--- src/verilog/tpu_data_pkg.sv ---
`default_nettype none

package tpu_data_pkg;

    // array geometry
    localparam int ARRAY_DIM = 4;
    localparam int OPERAND_W = 8;
    localparam int ACC_W     = 32;

    // one signed operand
    typedef logic signed [OPERAND_W-1:0] operand_t;

    // lane 0 sits in the top byte
    // used for A and B buffer words and for the array edges
    typedef operand_t [0:ARRAY_DIM-1] lane_vec_t;

    typedef logic signed [ACC_W-1:0] acc_t;

    // column 0 in the top word, one C row
    typedef acc_t [0:ARRAY_DIM-1] acc_row_t;

endpackage

`default_nettype wire

--- src/verilog/tpu_ctrl_pkg.sv ---
`default_nettype none

package tpu_ctrl_pkg;

    localparam int ADDR_W = 12; // buffer index width
    localparam int DIM_W  = 8;  // width of k, m and n

    // job dimensions, captured on start
    typedef struct packed {
        logic [DIM_W-1:0] k;
        logic [DIM_W-1:0] m;
        logic [DIM_W-1:0] n;
    } job_dims_t;

    // sequencer phase
    typedef enum logic [1:0] {
        PH_IDLE  = 2'd0, // clear accumulators and skew lines
        PH_READ  = 2'd1, // stream operands, accumulate
        PH_WRITE = 2'd2  // drain tile rows to C
    } phase_e;

    // one row write into buffer C
    typedef struct packed {
        logic                   wr_en;
        logic [ADDR_W-1:0]      index;
        tpu_data_pkg::acc_row_t data;
    } c_write_t;

endpackage

`default_nettype wire

--- src/verilog/tile_sequencer.sv ---
`timescale 1ns/1ps
`default_nettype none

module tile_sequencer (
    input  logic                            clk,
    input  logic                            rst_n,
    input  logic                            in_valid,
    input  tpu_ctrl_pkg::job_dims_t         dims,
    output logic                            busy,
    output logic                            job_start,
    output tpu_ctrl_pkg::phase_e            phase,
    output logic                            feed_valid,
    output logic                            drain_en,
    output logic [tpu_ctrl_pkg::ADDR_W-1:0] a_index,
    output logic [tpu_ctrl_pkg::ADDR_W-1:0] b_index
);

    tpu_ctrl_pkg::job_dims_t          dims_q;
    logic [tpu_ctrl_pkg::DIM_W:0]     step_q;   // one spare bit for k+7
    logic [tpu_ctrl_pkg::DIM_W-1:0]   blk_a_q;
    logic [tpu_ctrl_pkg::DIM_W-1:0]   blk_b_q;
    logic [tpu_ctrl_pkg::ADDR_W-1:0]  a_base_q; // blk_a * k
    logic [tpu_ctrl_pkg::ADDR_W-1:0]  b_base_q; // blk_b * k
    logic [tpu_ctrl_pkg::DIM_W-1:0]   a_blocks;
    logic [tpu_ctrl_pkg::DIM_W-1:0]   b_blocks;
    logic                             last_a;
    logic                             last_b;
    logic [2:0]                       tile_rows;
    logic                             start;
    logic                             read_issue;
    logic                             read_done;
    logic                             write_done;

    assign start     = in_valid && !busy; // strobe ignored mid-job
    assign job_start = start;

    // block counts, rounded up
    assign a_blocks = (dims_q.m >> 2) + tpu_ctrl_pkg::DIM_W'(dims_q.m[1:0] != 2'b00);
    assign b_blocks = (dims_q.n >> 2) + tpu_ctrl_pkg::DIM_W'(dims_q.n[1:0] != 2'b00);
    assign last_a   = (blk_a_q + 1'b1) >= a_blocks;
    assign last_b   = (blk_b_q + 1'b1) >= b_blocks;

    // last A block may be short
    assign tile_rows = (last_a && dims_q.m[1:0] != 2'b00) ? {1'b0, dims_q.m[1:0]} : 3'd4;

    assign read_issue = (phase == tpu_ctrl_pkg::PH_READ) && (step_q < {1'b0, dims_q.k});

    // K reads plus the skew and array fill, PE(3,3) sees its last step at k+7
    assign read_done = (phase == tpu_ctrl_pkg::PH_READ)
        && (step_q == {1'b0, dims_q.k}
            + (tpu_ctrl_pkg::DIM_W+1)'(2 * tpu_data_pkg::ARRAY_DIM - 1));
    assign write_done = (phase == tpu_ctrl_pkg::PH_WRITE)
        && (step_q == (tpu_ctrl_pkg::DIM_W+1)'(tile_rows - 3'd1));

    assign drain_en = (phase == tpu_ctrl_pkg::PH_WRITE);

    assign a_index = read_issue ? a_base_q + tpu_ctrl_pkg::ADDR_W'(step_q) : '0;
    assign b_index = read_issue ? b_base_q + tpu_ctrl_pkg::ADDR_W'(step_q) : '0;

    always_ff @(posedge clk) begin
        if (start) begin
            dims_q <= dims;
        end
    end

    always_ff @(posedge clk or negedge rst_n) begin
        if (!rst_n) begin
            busy       <= 1'b0;
            phase      <= tpu_ctrl_pkg::PH_IDLE;
            feed_valid <= 1'b0;
            step_q     <= '0;
            blk_a_q    <= '0;
            blk_b_q    <= '0;
            a_base_q   <= '0;
            b_base_q   <= '0;
        end else begin
            feed_valid <= read_issue; // data returns one cycle after the index
            case (phase)
                tpu_ctrl_pkg::PH_IDLE: begin
                    step_q <= '0;
                    if (start) begin
                        busy     <= 1'b1;
                        blk_a_q  <= '0;
                        blk_b_q  <= '0;
                        a_base_q <= '0;
                        b_base_q <= '0;
                    end else if (busy) begin
                        phase <= tpu_ctrl_pkg::PH_READ;
                    end
                end
                tpu_ctrl_pkg::PH_READ: begin
                    if (read_done) begin
                        phase  <= tpu_ctrl_pkg::PH_WRITE;
                        step_q <= '0;
                    end else begin
                        step_q <= step_q + 1'b1;
                    end
                end
                tpu_ctrl_pkg::PH_WRITE: begin
                    if (write_done) begin
                        phase  <= tpu_ctrl_pkg::PH_IDLE;
                        step_q <= '0;
                        if (last_a) begin
                            // A blocks wrap, next B block
                            blk_a_q  <= '0;
                            a_base_q <= '0;
                            if (last_b) begin
                                busy <= 1'b0;
                            end else begin
                                blk_b_q  <= blk_b_q + 1'b1;
                                b_base_q <= b_base_q + tpu_ctrl_pkg::ADDR_W'(dims_q.k);
                            end
                        end else begin
                            blk_a_q  <= blk_a_q + 1'b1;
                            a_base_q <= a_base_q + tpu_ctrl_pkg::ADDR_W'(dims_q.k);
                        end
                    end else begin
                        step_q <= step_q + 1'b1;
                    end
                end
                default: phase <= tpu_ctrl_pkg::PH_IDLE;
            endcase
        end
    end

endmodule

`default_nettype wire

--- config.mk ---
export PLATFORM = sky130hd
export DESIGN_NAME = tile_sequencer
export DESIGN_NICKNAME = d
export VERILOG_FILES = /design/src/verilog/tpu_data_pkg.sv /design/src/verilog/tpu_ctrl_pkg.sv /design/src/verilog/tile_sequencer.sv
export SDC_FILE = /design/constraint.sdc
export NUM_CORES = 1
export LEC_CHECK = 0
export ABC_AREA = 1
export ABC_CLOCK_PERIOD_IN_PS = 2700
export BUFFER_PORTS_ARGS = -buffer_cell sky130_fd_sc_hd__buf_2
export CORE_UTILIZATION = 45
export CTS_CLUSTER_DIAMETER = 50
export DETAILED_ROUTE_END_ITERATION = 10
export PLACE_DENSITY = 0.73
export SLEW_MARGIN = 30
export SYNTH_ARGS = -nofsm -noshare
export SYNTH_HDL_FRONTEND = slang
export SYNTH_SLANG_ARGS = --single-unit
--- constraint.sdc ---
create_clock -name clk -period 2.7 [get_ports clk]
set_input_delay 0 -clock clk [delete_from_list [all_inputs] [get_ports clk]]
set_output_delay 0 -clock clk [all_outputs]
set_load 0.05 [all_outputs]
; Word level (Yosys, flattened, before mapping)
; Cells that the tools add are included.
[totals]
reg_bits = 77
input_bits = 27
output_inout_bits = 30
wordCells = 84
[classes]
n_addsub = 11
n_lt_le_gt_ge = 3
eq_ne = 12
muxes = 32
reduce_logical = 15
[ops]
columns = cell, n
row1 = two-way mux 12 bit, 8
row2 = two-way mux 8 bit, 6
row3 = case mux 12 bit (2 select lines), 2
row4 = case mux 8 bit (2 select lines), 2
row5 = case mux 9 bit (3 select lines), 1
row6 = adder 12 x 8 -> 12 bit, 2
row7 = adder 12 x 9 -> 12 bit, 2
row8 = equality test 9 bit, 2
row9 = two-way mux 9 bit, 2
row10 = adder 8 x 1 -> 8 bit (second input constant), 2
row11 = >= comparator 8 x 7 -> 1 bit, 2
row12 = adder 6 x 1 -> 7 bit, 2
row13 = != test 2 bit (second input constant), 5
row14 = AND reduction 5 bit, 2
row15 = adder 8 x 3 -> 9 bit (second input constant), 1
row16 = adder 9 x 1 -> 9 bit (second input constant), 1
row17 = < comparator 9 x 8 -> 1 bit, 1
row18 = two-way mux 2 bit, 4
row19 = != test 2 x 1 -> 1 bit (second input constant), 3
row20 = case mux 2 bit (3 select lines), 1
row21 = nonzero test 2 bit, 3
row22 = logical AND 1 bit, 5
row23 = two-way mux 1 bit, 4
row24 = AND reduction 4 bit, 1
row25 = other kinds (9), 9

; Logic depth before layout (Yosys ltp)
; Gate-level depths: netlist of run 1.
[depth]
ltp_word = 10
mapped_depth = 23
depth_no_buf = 21

; Worst setup path before layout of run 1
; Ideal clock, no wire load.
[synth_timing]
kind = register to register
start = register busy
end = register busy
setup_ps = 121
arrival_ps = 3259
required_time_ps = 2579
slack_ps = -680
path_stages_with_launch = 10
n_path_buf = 1
synth_period_minus_slack_ps = 3380
path_cell_list = dfrtp_1 nor2_1 nand2_1 o21ai_0 nand2_1 inv_1 clkbuf_1 nand3_1 nand2_1 nand2_1
[synth_via]
elab_chain_len = 4
[synth_lines]
columns = item, line_no
row1 = from (decl), tile_sequencer.sv:9  ; output logic busy,
row2 = from (signal assigned), tile_sequencer.sv:68  ; busy <= 1'b0;
row3 = from (signal assigned), tile_sequencer.sv:82  ; busy <= 1'b1;
row4 = from (signal assigned), tile_sequencer.sv:108  ; busy <= 1'b0;
row5 = zero test 1 bit, tile_sequencer.sv:34  ; assign start = in_valid && !busy;
row6 = logical AND 1 bit, tile_sequencer.sv:34
row7 = via job_start, tile_sequencer.sv:10  ; output logic job_start,
row8 = != test 2 bit (no source line), --
row9 = AND reduction 5 bit (no source line), --
; The timed path passes the listed nets, and every way through them passes these cells.
; A chain may end at the register's enable or synchronous reset.

; Worst setup path after layout of run 1
[layout_timing]
start = register dims_q[8] in the netlist's numbering
end = register blk_b_q[1] in the netlist's numbering
[layout_via]
elab_chain_len = 10
word_cells_on_any_way = 11
cone_classes = add/sub: 2 / order compare: 1 / eq/ne: 3 / mux: 1 / reduce/logical: 4
[layout_lines]
columns = item, line_no
row1 = from (decl), tile_sequencer.sv:18  ; tpu_ctrl_pkg::job_dims_t dims_q;
row2 = from (signal assigned), tile_sequencer.sv:62  ; dims_q <= dims;
row3 = nonzero test 2 bit, "tile_sequencer.sv:38, tile_sequencer.sv:44"
row4 = adder 6 x 1 -> 7 bit, tile_sequencer.sv:38  ; assign a_blocks = (dims_q.m >> 2) + tpu_ctrl_pkg::DIM_W'(dims_q.m[1:0] != 2'b00);
row5 = >= comparator 8 x 7 -> 1 bit, tile_sequencer.sv:40  ; assign last_a = (blk_a_q + 1'b1) >= a_blocks;
row6 = logical AND 1 bit, tile_sequencer.sv:44  ; assign tile_rows = (last_a && dims_q.m[1:0] != 2'b00) ? {1'b0, dims_q.m[1:0]} : 3'd4;
row7 = two-way mux 3 bit, tile_sequencer.sv:44
row8 = subtractor 3 x 1 -> 4 bit, tile_sequencer.sv:53  ; && (step_q == (tpu_ctrl_pkg::DIM_W+1)'(tile_rows - 3'd1));
row9 = equality test 9 bit, tile_sequencer.sv:53
row10 = logical AND 1 bit, tile_sequencer.sv:53
row11 = != test 2 x 1 -> 1 bit (no source line), --
row12 = AND reduction 5 bit (no source line) *, --
row13 = to (signal assigned), tile_sequencer.sv:110  ; blk_b_q <= blk_b_q + 1'b1;
row14 = to (decl), tile_sequencer.sv:21  ; logic [tpu_ctrl_pkg::DIM_W-1:0] blk_b_q;
; Every way passes the cells marked *; elsewhere a longest branch is shown, timed or not.

==> results of run 1 <==
## worst max-delay path, cell delays in order (launching register included)
cell and delay (ns):
edfxtp_1 0.35, nor2_1 0.05, inv_1 0.09, ha_4 0.16, nand3_2 0.08, nand3b_1 0.17
xnor2_1 0.16, inv_1 0.08, ha_4 0.21, a21o_1 0.16, a21oi_2 0.11, nand2_1 0.07
nor2_2 0.09, nand2_2 0.10, nand3_2 0.09, nand3_2 0.08, o21bai_4 0.22, buf_12 0.14
nand3_4 0.10, buf_6 0.16, nand2_1 0.06, nand2_1 0.06
## per-stage QoR
step	setup TNS [ns]	hold WS (ns)	power, W
finish	-9.262	0.2124	0.005754
global route	-20.93	0.2732	0.006130
CTS	-7.389	0.2250	0.005174
detailed placement	-9.124	0.06265	0.003931
global placement	-4.636	0.1765	0.003887
floorplan	-3.556	-0.2956	0.003269
## repair_timing
item                                    in CTS  in global routing
pin swaps                                    3                 20
hold buffers                                25                  0
endpoints found under the hold margin       67                  0
endpoints found under the setup margin      60                 66
buffers inserted                             2                 21
cloned                                       0                  8
gates resized for setup                     15                125
## cell usage after synthesis, types with 7 or more instances
| cell | instances |
|---|---|
| nor2_1 | 72 |
| ha_1 | 68 |
| o21ai_1 | 19 |
| xnor2_1 | 14 |
| edfxtp_1 | 24 |
| nand2_1 | 207 |
| nand4_1 | 30 |
| o21ai_0 | 28 |
| xor2_1 | 30 |
| clkbuf_1 | 12 |
| a21oi_1 | 43 |
| inv_1 | 90 |
| dfrtp_1 | 53 |
| nand3_1 | 54 |
| nand3b_1 | 7 |
| nor3_1 | 14 |
## worst max-delay path by stage
| stage | from | slack [ns] | depth (start not counted) | endpoint |
|---|---|---|---|---|
| global route | dims_q[9] | -0.46 | 21 | blk_b_q[1] |
| detailed placement | dims_q[9] | -0.21 | 19 | step_q[5] |
| global placement | dims_q[9] | -0.11 | 19 | step_q[4] |
| finish | dims_q[8] | -0.23 | 21 | blk_b_q[1] |
| floorplan | dims_q[8] | -0.15 | 21 | a_base_q[9] |
| CTS | dims_q[9] | -0.16 | 20 | a_base_q[6] |
## power by group through the flow
| stage | Combinational, W | Clock (W) | Sequential [W] |
|---|---|---|---|
| floorplan | 0.00161 | 0 | 0.00166 |
| global placement | 0.00226 | 0 | 0.00162 |
| detailed placement | 0.00230 | 0 | 0.00163 |
| CTS | 0.00240 | 0.00116 | 0.00161 |
| global route | 0.00326 | 0.00122 | 0.00166 |
| finish | 0.00297 | 0.00114 | 0.00164 |
## kinds of logic after synthesis
group           synth area share [%]
buf+inv                        7.315
simple gates                   28.00
fa+ha+maj                      15.08
flops                          33.15
compound gates                 10.21
xor+xnor                       6.241
## state kept, by name, indices dropped and copies added, names as in the netlist
name	cells
blk_b_q	8
busy	1
feed_valid	1
b_base_q	12
dims_q	24
phase	2
a_base_q	12
blk_a_q	8
step_q	9
## cell type report
cell class              instances  area (sq um)  share of cell area (%)
multi-input cells             627          4094                   50.29
flip-flops and latches         77          2058                   25.28
repair buffers                140          1134                   13.93
inverters                      91         350.3                   4.304
clock buffers                  10         229.0                   2.813
well taps                     176         220.2                   2.705
clock inverters                 6         47.55                  0.5841
repair inverters                1         7.507                 0.09222
## routing by layer
| layer | vias to the layer above | wire length, microns | GRT usage, % |
|---|---|---|---|
| met5 | - | 0 | 0 |
| met4 | 0 | 378 | 8.544 |
| met3 | 27 | 1005 | 5.460 |
| met2 | 193 | 8264 | 37.25 |
| met1 | 2782 | 7298 | 29.72 |
| li1 | 2997 | - | - |
==> results.rst, run 1 <==
.. list-table::
   :header-rows: 1

   * - Metric
     - Value
   * - Period utilisation layout
     - 108.5%
   * - Number of global-route vias before repair
     - 5423
   * - Synth-to-layout area growth
     - 31.83%
   * - Transition time of the tightest slew-check pin
     - 0.7515 ns
   * - Diodes inserted
     - 0
   * - Peak supply drop
     - 0.0004874 V
   * - Worst Setup Slack post-DPL
     - -0.2087 ns
   * - Net Count, Synth
     - 916
   * - Number of routed nets with antenna violations
     - 0
   * - Final instance area
     - 8140 sq um
   * - R2r startpoint
     - dims_q[8]
   * - Dominant cell type by area after synthesis
     - dfrtp_1
   * - Clk Latency, worst-skew pair
     - 0.35 ns
   * - Hold violation total from the final report
     - 0
   * - Post-route clock skew
     - 0.005981 ns
   * - Placed wire-length estimate
     - 11280 microns
   * - Worst Setup End Kind
     - flop
   * - Power spent charging and discharging nets
     - 0.002590 W
   * - Terminus of the critical flop-to-flop path
     - blk_b_q[1]
   * - Total Nets Final
     - 1046
   * - Global-route wire length before repair
     - 25720 microns
   * - Synthesized cell area
     - 6175 sq um
   * - Syn Area/Cell
     - 7.558 sq um
   * - Most frequently used flop master after synthesis
     - dfrtp_1
   * - RSZ-0062 raised after global routing
     - true
   * - Clock tree from TritonCTS
     - done
   * - Count of placed standard cells in the final layout, fillers left out
     - 1128
   * - Portion of synthesized cell area occupied by the leading cell type
     - 21.48%
   * - Layout cells sized above 1
     - 24.26%
   * - Normalized max-slew margin
     - 49.72%
   * - Critical Path Source Type
     - flop
   * - Clock group share of total power
     - 19.8%
   * - Count of input and output buffers
     - 56
   * - Sequential cell area fraction in the yosys report
     - 33.15%
   * - Initial core utilization
     - 46.44%
   * - TritonCTS Buffers
     - 9
   * - Number of warnings reported in the yosys synthesis log
     - 0
   * - Share of power burned in combinational logic
     - 51.7%
   * - Run status
     - finished with violations
   * - Post-placement cell count
     - 1056
   * - Number of flops mapped to enable cells by yosys
     - 24
   * - Cell area after placement
     - 6818 sq um
   * - Final slew viol count
     - 0
   * - Total via count in the routed design
     - 5999
   * - Final period demand of the worst path
     - 2.929 ns
   * - Synth async-reset ratio
     - 68.83%
   * - Die Outline Area
     - 14190 sq um
   * - Share of power burned in registers
     - 28.5%
   * - Dominant cells by area after synthesis
     - dfrtp_1 (21%), ha_1 (14%), nand2_1 (13%), edfxtp_1 (12%), inv_1 (5.5%)
   * - Reg-to-reg setup timing slack
     - -0.23 ns
   * - Maximum level of the CTS H-tree
     - 3
   * - Rows
     - 42
   * - R2r worst-path depth
     - 21
   * - I/O Pins
     - 57
   * - P_leak
     - 3.892 nW
   * - Number of synthesized register bits
     - 77
   * - Arr. time, crit path
     - 3.16 ns
   * - Switching share of power
     - 45.01%
   * - Master cell of the clock root buffer
     - clkbuf_16
   * - Die boundary height
     - 119.1 microns
   * - Number of DRC violations after detailed-routing iteration 0
     - 318
   * - Top library cells by usage in the layout, fill and taps aside
     - nand2_1 (173), inv_1 (88), nor2_1 (68)
   * - Routed wire length
     - 16950 microns
   * - Count of final setup violators
     - 52
   * - Required time worst endpoint
     - 2.93 ns
   * - Total routing usage reported by global routing
     - 23.00%
   * - Floorplan core area
     - 13300 sq um
   * - Clock transition at the register clock pins on the worst setup and hold paths after CTS
     - 0.06 ns
   * - Internal cell power
     - 0.003164 W
   * - Post-DR wirelength/cell
     - 15.02 microns
   * - Utilization of the core after routing
     - 61.23%
   * - Most frequent standard cell in the layout excluding fill and tap cells
     - nand2_1
   * - Number of cells produced by synthesis
     - 817
   * - Remaining DRCs
     - 0
   * - Die span in x
     - 119.1 microns
   * - Distinct cell type count of the synthesized netlist
     - 40
   * - Initial antenna violation count
     - 0
   * - Clock Path Buffers
     - 2
   * - CP Max Fanout
     - 8
   * - TritonCTS Sinks
     - 77
   * - Violated checks
     - negative setup slack
   * - Hold Crit Class
     - primary input to asynchronous set/reset pin
   * - Sum of overflow across all layers after global routing
     - 0
   * - Number of fillers in the final layout
     - 1074
   * - Largest net degree at the start of global routing
     - 45
   * - Power density normalized to cell area
     - 706.8 nW/um^2
   * - Placer congestion estimate
     - 0.8792
   * - Minimum setup slack in the final design
     - -0.2289 ns
   * - Maximum achievable frequency
     - 341.4 MHz
   * - Crit Path Category
     - flop to flop
   * - Total iterations of the first detailed-routing run
     - 5
   * - Detailed-route vias per instance
     - 5.318
   * - Max-capacitance violation count
     - 0
Power figures use the tool's default switching activity.
==> inputs of run 2 (changes only) <==
REMOVE_ABC_BUFFERS = 1   (was unset)
==> run 2 against run 1 <==
The run still ends with negative setup slack left. Sequential cell count is the same. Combinational power grew 5%. Hold slack got worse by 0.020 ns. Non-clock buffer count is 2 higher. Register-to-register slack worse by 0.05 ns. Die area unchanged. Utilization hardly changed.
==> results.rst, run 2 (same netlist as run 1, synthesis figures left out) <==
.. list-table::
   :header-rows: 1

   * - Metric
     - Value
   * - Run status
     - finished with violations
   * - Violated checks
     - negative setup slack
   * - Maximum level of the CTS H-tree
     - 3
   * - Kind of cell adding the most delay to the critical path
     - simple AND/OR/NAND/NOR gates
   * - Reg-to-reg setup timing slack
     - -0.28 ns
   * - Largest register FFs
     - 24
   * - Minimum setup slack in the final design
     - -0.2751 ns
   * - TritonCTS Buffers
     - 9
   * - Worst setup path endpoint
     - a_base_q[8]
   * - Sum of overflow across all layers after global routing
     - 0
   * - CP Max Fanout
     - 10
   * - Floorplan core area
     - 13300 sq um
   * - Total via count in the routed design
     - 6020
   * - Peak supply drop
     - 0.0004550 V
   * - R2r startpoint
     - dims_q[8]
   * - Post-placement cell count
     - 1059
   * - Hold Crit Class
     - primary input to asynchronous set/reset pin
   * - Worst path bufs/invs
     - 4
   * - Arr. time, crit path
     - 3.22 ns
   * - Power density normalized to cell area
     - 740.7 nW/um^2
   * - Most frequent standard cell in the layout excluding fill and tap cells
     - nand2_1
   * - Maximum achievable frequency
     - 336.1 MHz
   * - Count of final setup violators
     - 52
   * - Reg with most FFs
     - dims_q
   * - Hold violation total from the final report
     - 0
   * - Largest stage delay, worst path
     - 0.39 ns
   * - Detailed-route vias per instance
     - 5.327
   * - Total routing usage reported by global routing
     - 24.21%
   * - Placer congestion estimate
     - 0.8848
   * - Biggest registers after layout
     - dims_q: 24 flops, a_base_q: 12 flops, b_base_q: 12 flops
   * - Total iterations of the first detailed-routing run
     - 5
   * - Required time worst endpoint
     - 2.95 ns
   * - Utilization of the core after routing
     - 61.26%
   * - Diodes inserted
     - 0
   * - Most repeated library cell on the critical path
     - nand3_2
   * - R2r worst-path depth
     - 21
   * - RSZ-0062 raised after global routing
     - true
   * - Terminus of the critical flop-to-flop path
     - a_base_q[8]
   * - Slowest CP cell
     - edfxtp_1
   * - Die Outline Area
     - 14190 sq um
   * - Number of global-route vias before repair
     - 5392
   * - TritonCTS Sinks
     - 77
   * - Routed wire length
     - 18180 microns
   * - Clock tree from TritonCTS
     - done
   * - Layout cells sized above 1
     - 22.01%
   * - Count of input and output buffers
     - 56
   * - Remaining DRCs
     - 0
   * - Die span in x
     - 119.1 microns
   * - Number of routed nets with antenna violations
     - 0
   * - Placed wire-length estimate
     - 11450 microns
   * - Clock Path Buffers
     - 2
   * - Count of placed standard cells in the final layout, fillers left out
     - 1130
   * - Total Nets Final
     - 1048
   * - Initial core utilization
     - 46.44%
   * - Worst Setup End Kind
     - flop
   * - Post-DR wirelength/cell
     - 16.09 microns
   * - Number of fillers in the final layout
     - 1144
   * - Master cell of the clock root buffer
     - clkbuf_16
   * - Crit Path Category
     - flop to flop
   * - Max-capacitance violation count
     - 0
   * - Post-route clock skew
     - 0.007433 ns
   * - Final-layout worst hold slack
     - 0.1921 ns
   * - Critical Path Source Type
     - flop
   * - Crit-path cells
     - nor2_1 -> inv_1 -> ha_4 -> nand3_2 -> nand3b_1 -> xnor2_1 -> inv_1 -> ha_4 -> a21o_1 -> a21oi_2 -> nand2_1 -> nor2_1 -> nand2_2 -> nand3_2 -> nand3_2 -> o21bai_4 -> buf_6 -> nand2_8 -> clkbuf_16 -> nand2_1 -> o21ai_1
   * - Normalized max-slew margin
     - 51.44%
   * - P_leak
     - 3.975 nW
   * - Top library cells by usage in the layout, fill and taps aside
     - nand2_1 (173), inv_1 (88), nor2_1 (68)
   * - Final period demand of the worst path
     - 2.975 ns
   * - Rows
     - 42
   * - Clk Latency, worst-skew pair
     - 0.36 ns
   * - Total power
     - 0.006033 W
   * - Transition time of the tightest slew-check pin
     - 0.7208 ns
   * - Die boundary height
     - 119.1 microns
   * - WP depth
     - 21
   * - Synth-to-layout area growth
     - 31.89%
   * - Number of DRC violations after detailed-routing iteration 0
     - 323
   * - Initial antenna violation count
     - 0
   * - I/O Pins
     - 57
   * - Critical Path Start
     - dims_q[8]
   * - Clock transition at the register clock pins on the worst setup and hold paths after CTS
     - 0.06 ns
   * - Period utilisation layout
     - 110.2%
   * - Global-route wire length before repair
     - 26920 microns
   * - Largest net degree at the start of global routing
     - 43
   * - Final slew viol count
     - 0
==> run 2: cell types whose count changed in the layout (fill, tap and decap cells not counted), sizes merged <==
cell / before / now
clkbuf: 16 / 15
bufinv: 0 / 1
inv: 89 / 90
buf: 109 / 112
clkinvlp: 4 / 2
==> run 2: area by class of cell <==
cell class / count / area [sq um] / area share, %
multi-input combinational: 627 / 3980 / 48.87
sequential: 77 / 2052 / 25.20
timing repair buffer: 142 / 1226 / 15.06
inverter: 91 / 350.3 / 4.302
clock buffer: 10 / 239.0 / 2.934
tap: 176 / 220.2 / 2.704
clock inverter: 6 / 68.82 / 0.8450
timing repair inverter: 1 / 7.507 / 0.09218
==> run 2: metrics by stage <==
stage / cell area (sq um) / worst slack (ns) / TNS, ns
2_1_floorplan: 6065 / -1.128 / -41.43
3_3_place_gp: 6845 / -0.1616 / -7.417
3_5_place_dp: 6848 / -0.2405 / -11.38
4_1_cts: 7677 / -0.1907 / -7.555
5_1_grt: 8144 / -0.4829 / -21.97
6_report: 8144 / -0.2751 / -10.74
==> run 2: how the worst min path moves through the flow <==
stage                        from          end  slack [ns]  depth (start not counted)
after CTS                   rst_n  a_base_q[5]        0.23                          2
after detailed placement    rst_n  a_base_q[5]        0.05                          1
after global routing        rst_n  a_base_q[5]        0.23                          2
final                       rst_n  a_base_q[5]        0.19                          2
after floorplan             rst_n  a_base_q[0]       -0.30                          0
after global placement    dims[4]    dims_q[4]        0.18                          1
==> run 2: repair_timing <==
item,CTS,global route
cloned,4,7
buffers inserted,6,14
resized for setup,33,86
endpoints found under the hold margin,64,0
hold buffers,25,0
setup endpoints to repair,61,65
pin swaps,3,2
==> run 2: layer usage <==
metal	wire length (microns)	track usage, %
met5	0	0
met4	352	8.623
met3	985	4.215
met2	8961	39.64
met1	7880	31.99
==> run 2: where the power goes <==
group	internal (W)	switching, W	total (W)
clock	0.000748	0.000538	0.00129
combinational	0.00123	0.00188	0.00311
sequential	0.00139	0.000244	0.00164
total	0.00337	0.00266	0.00603
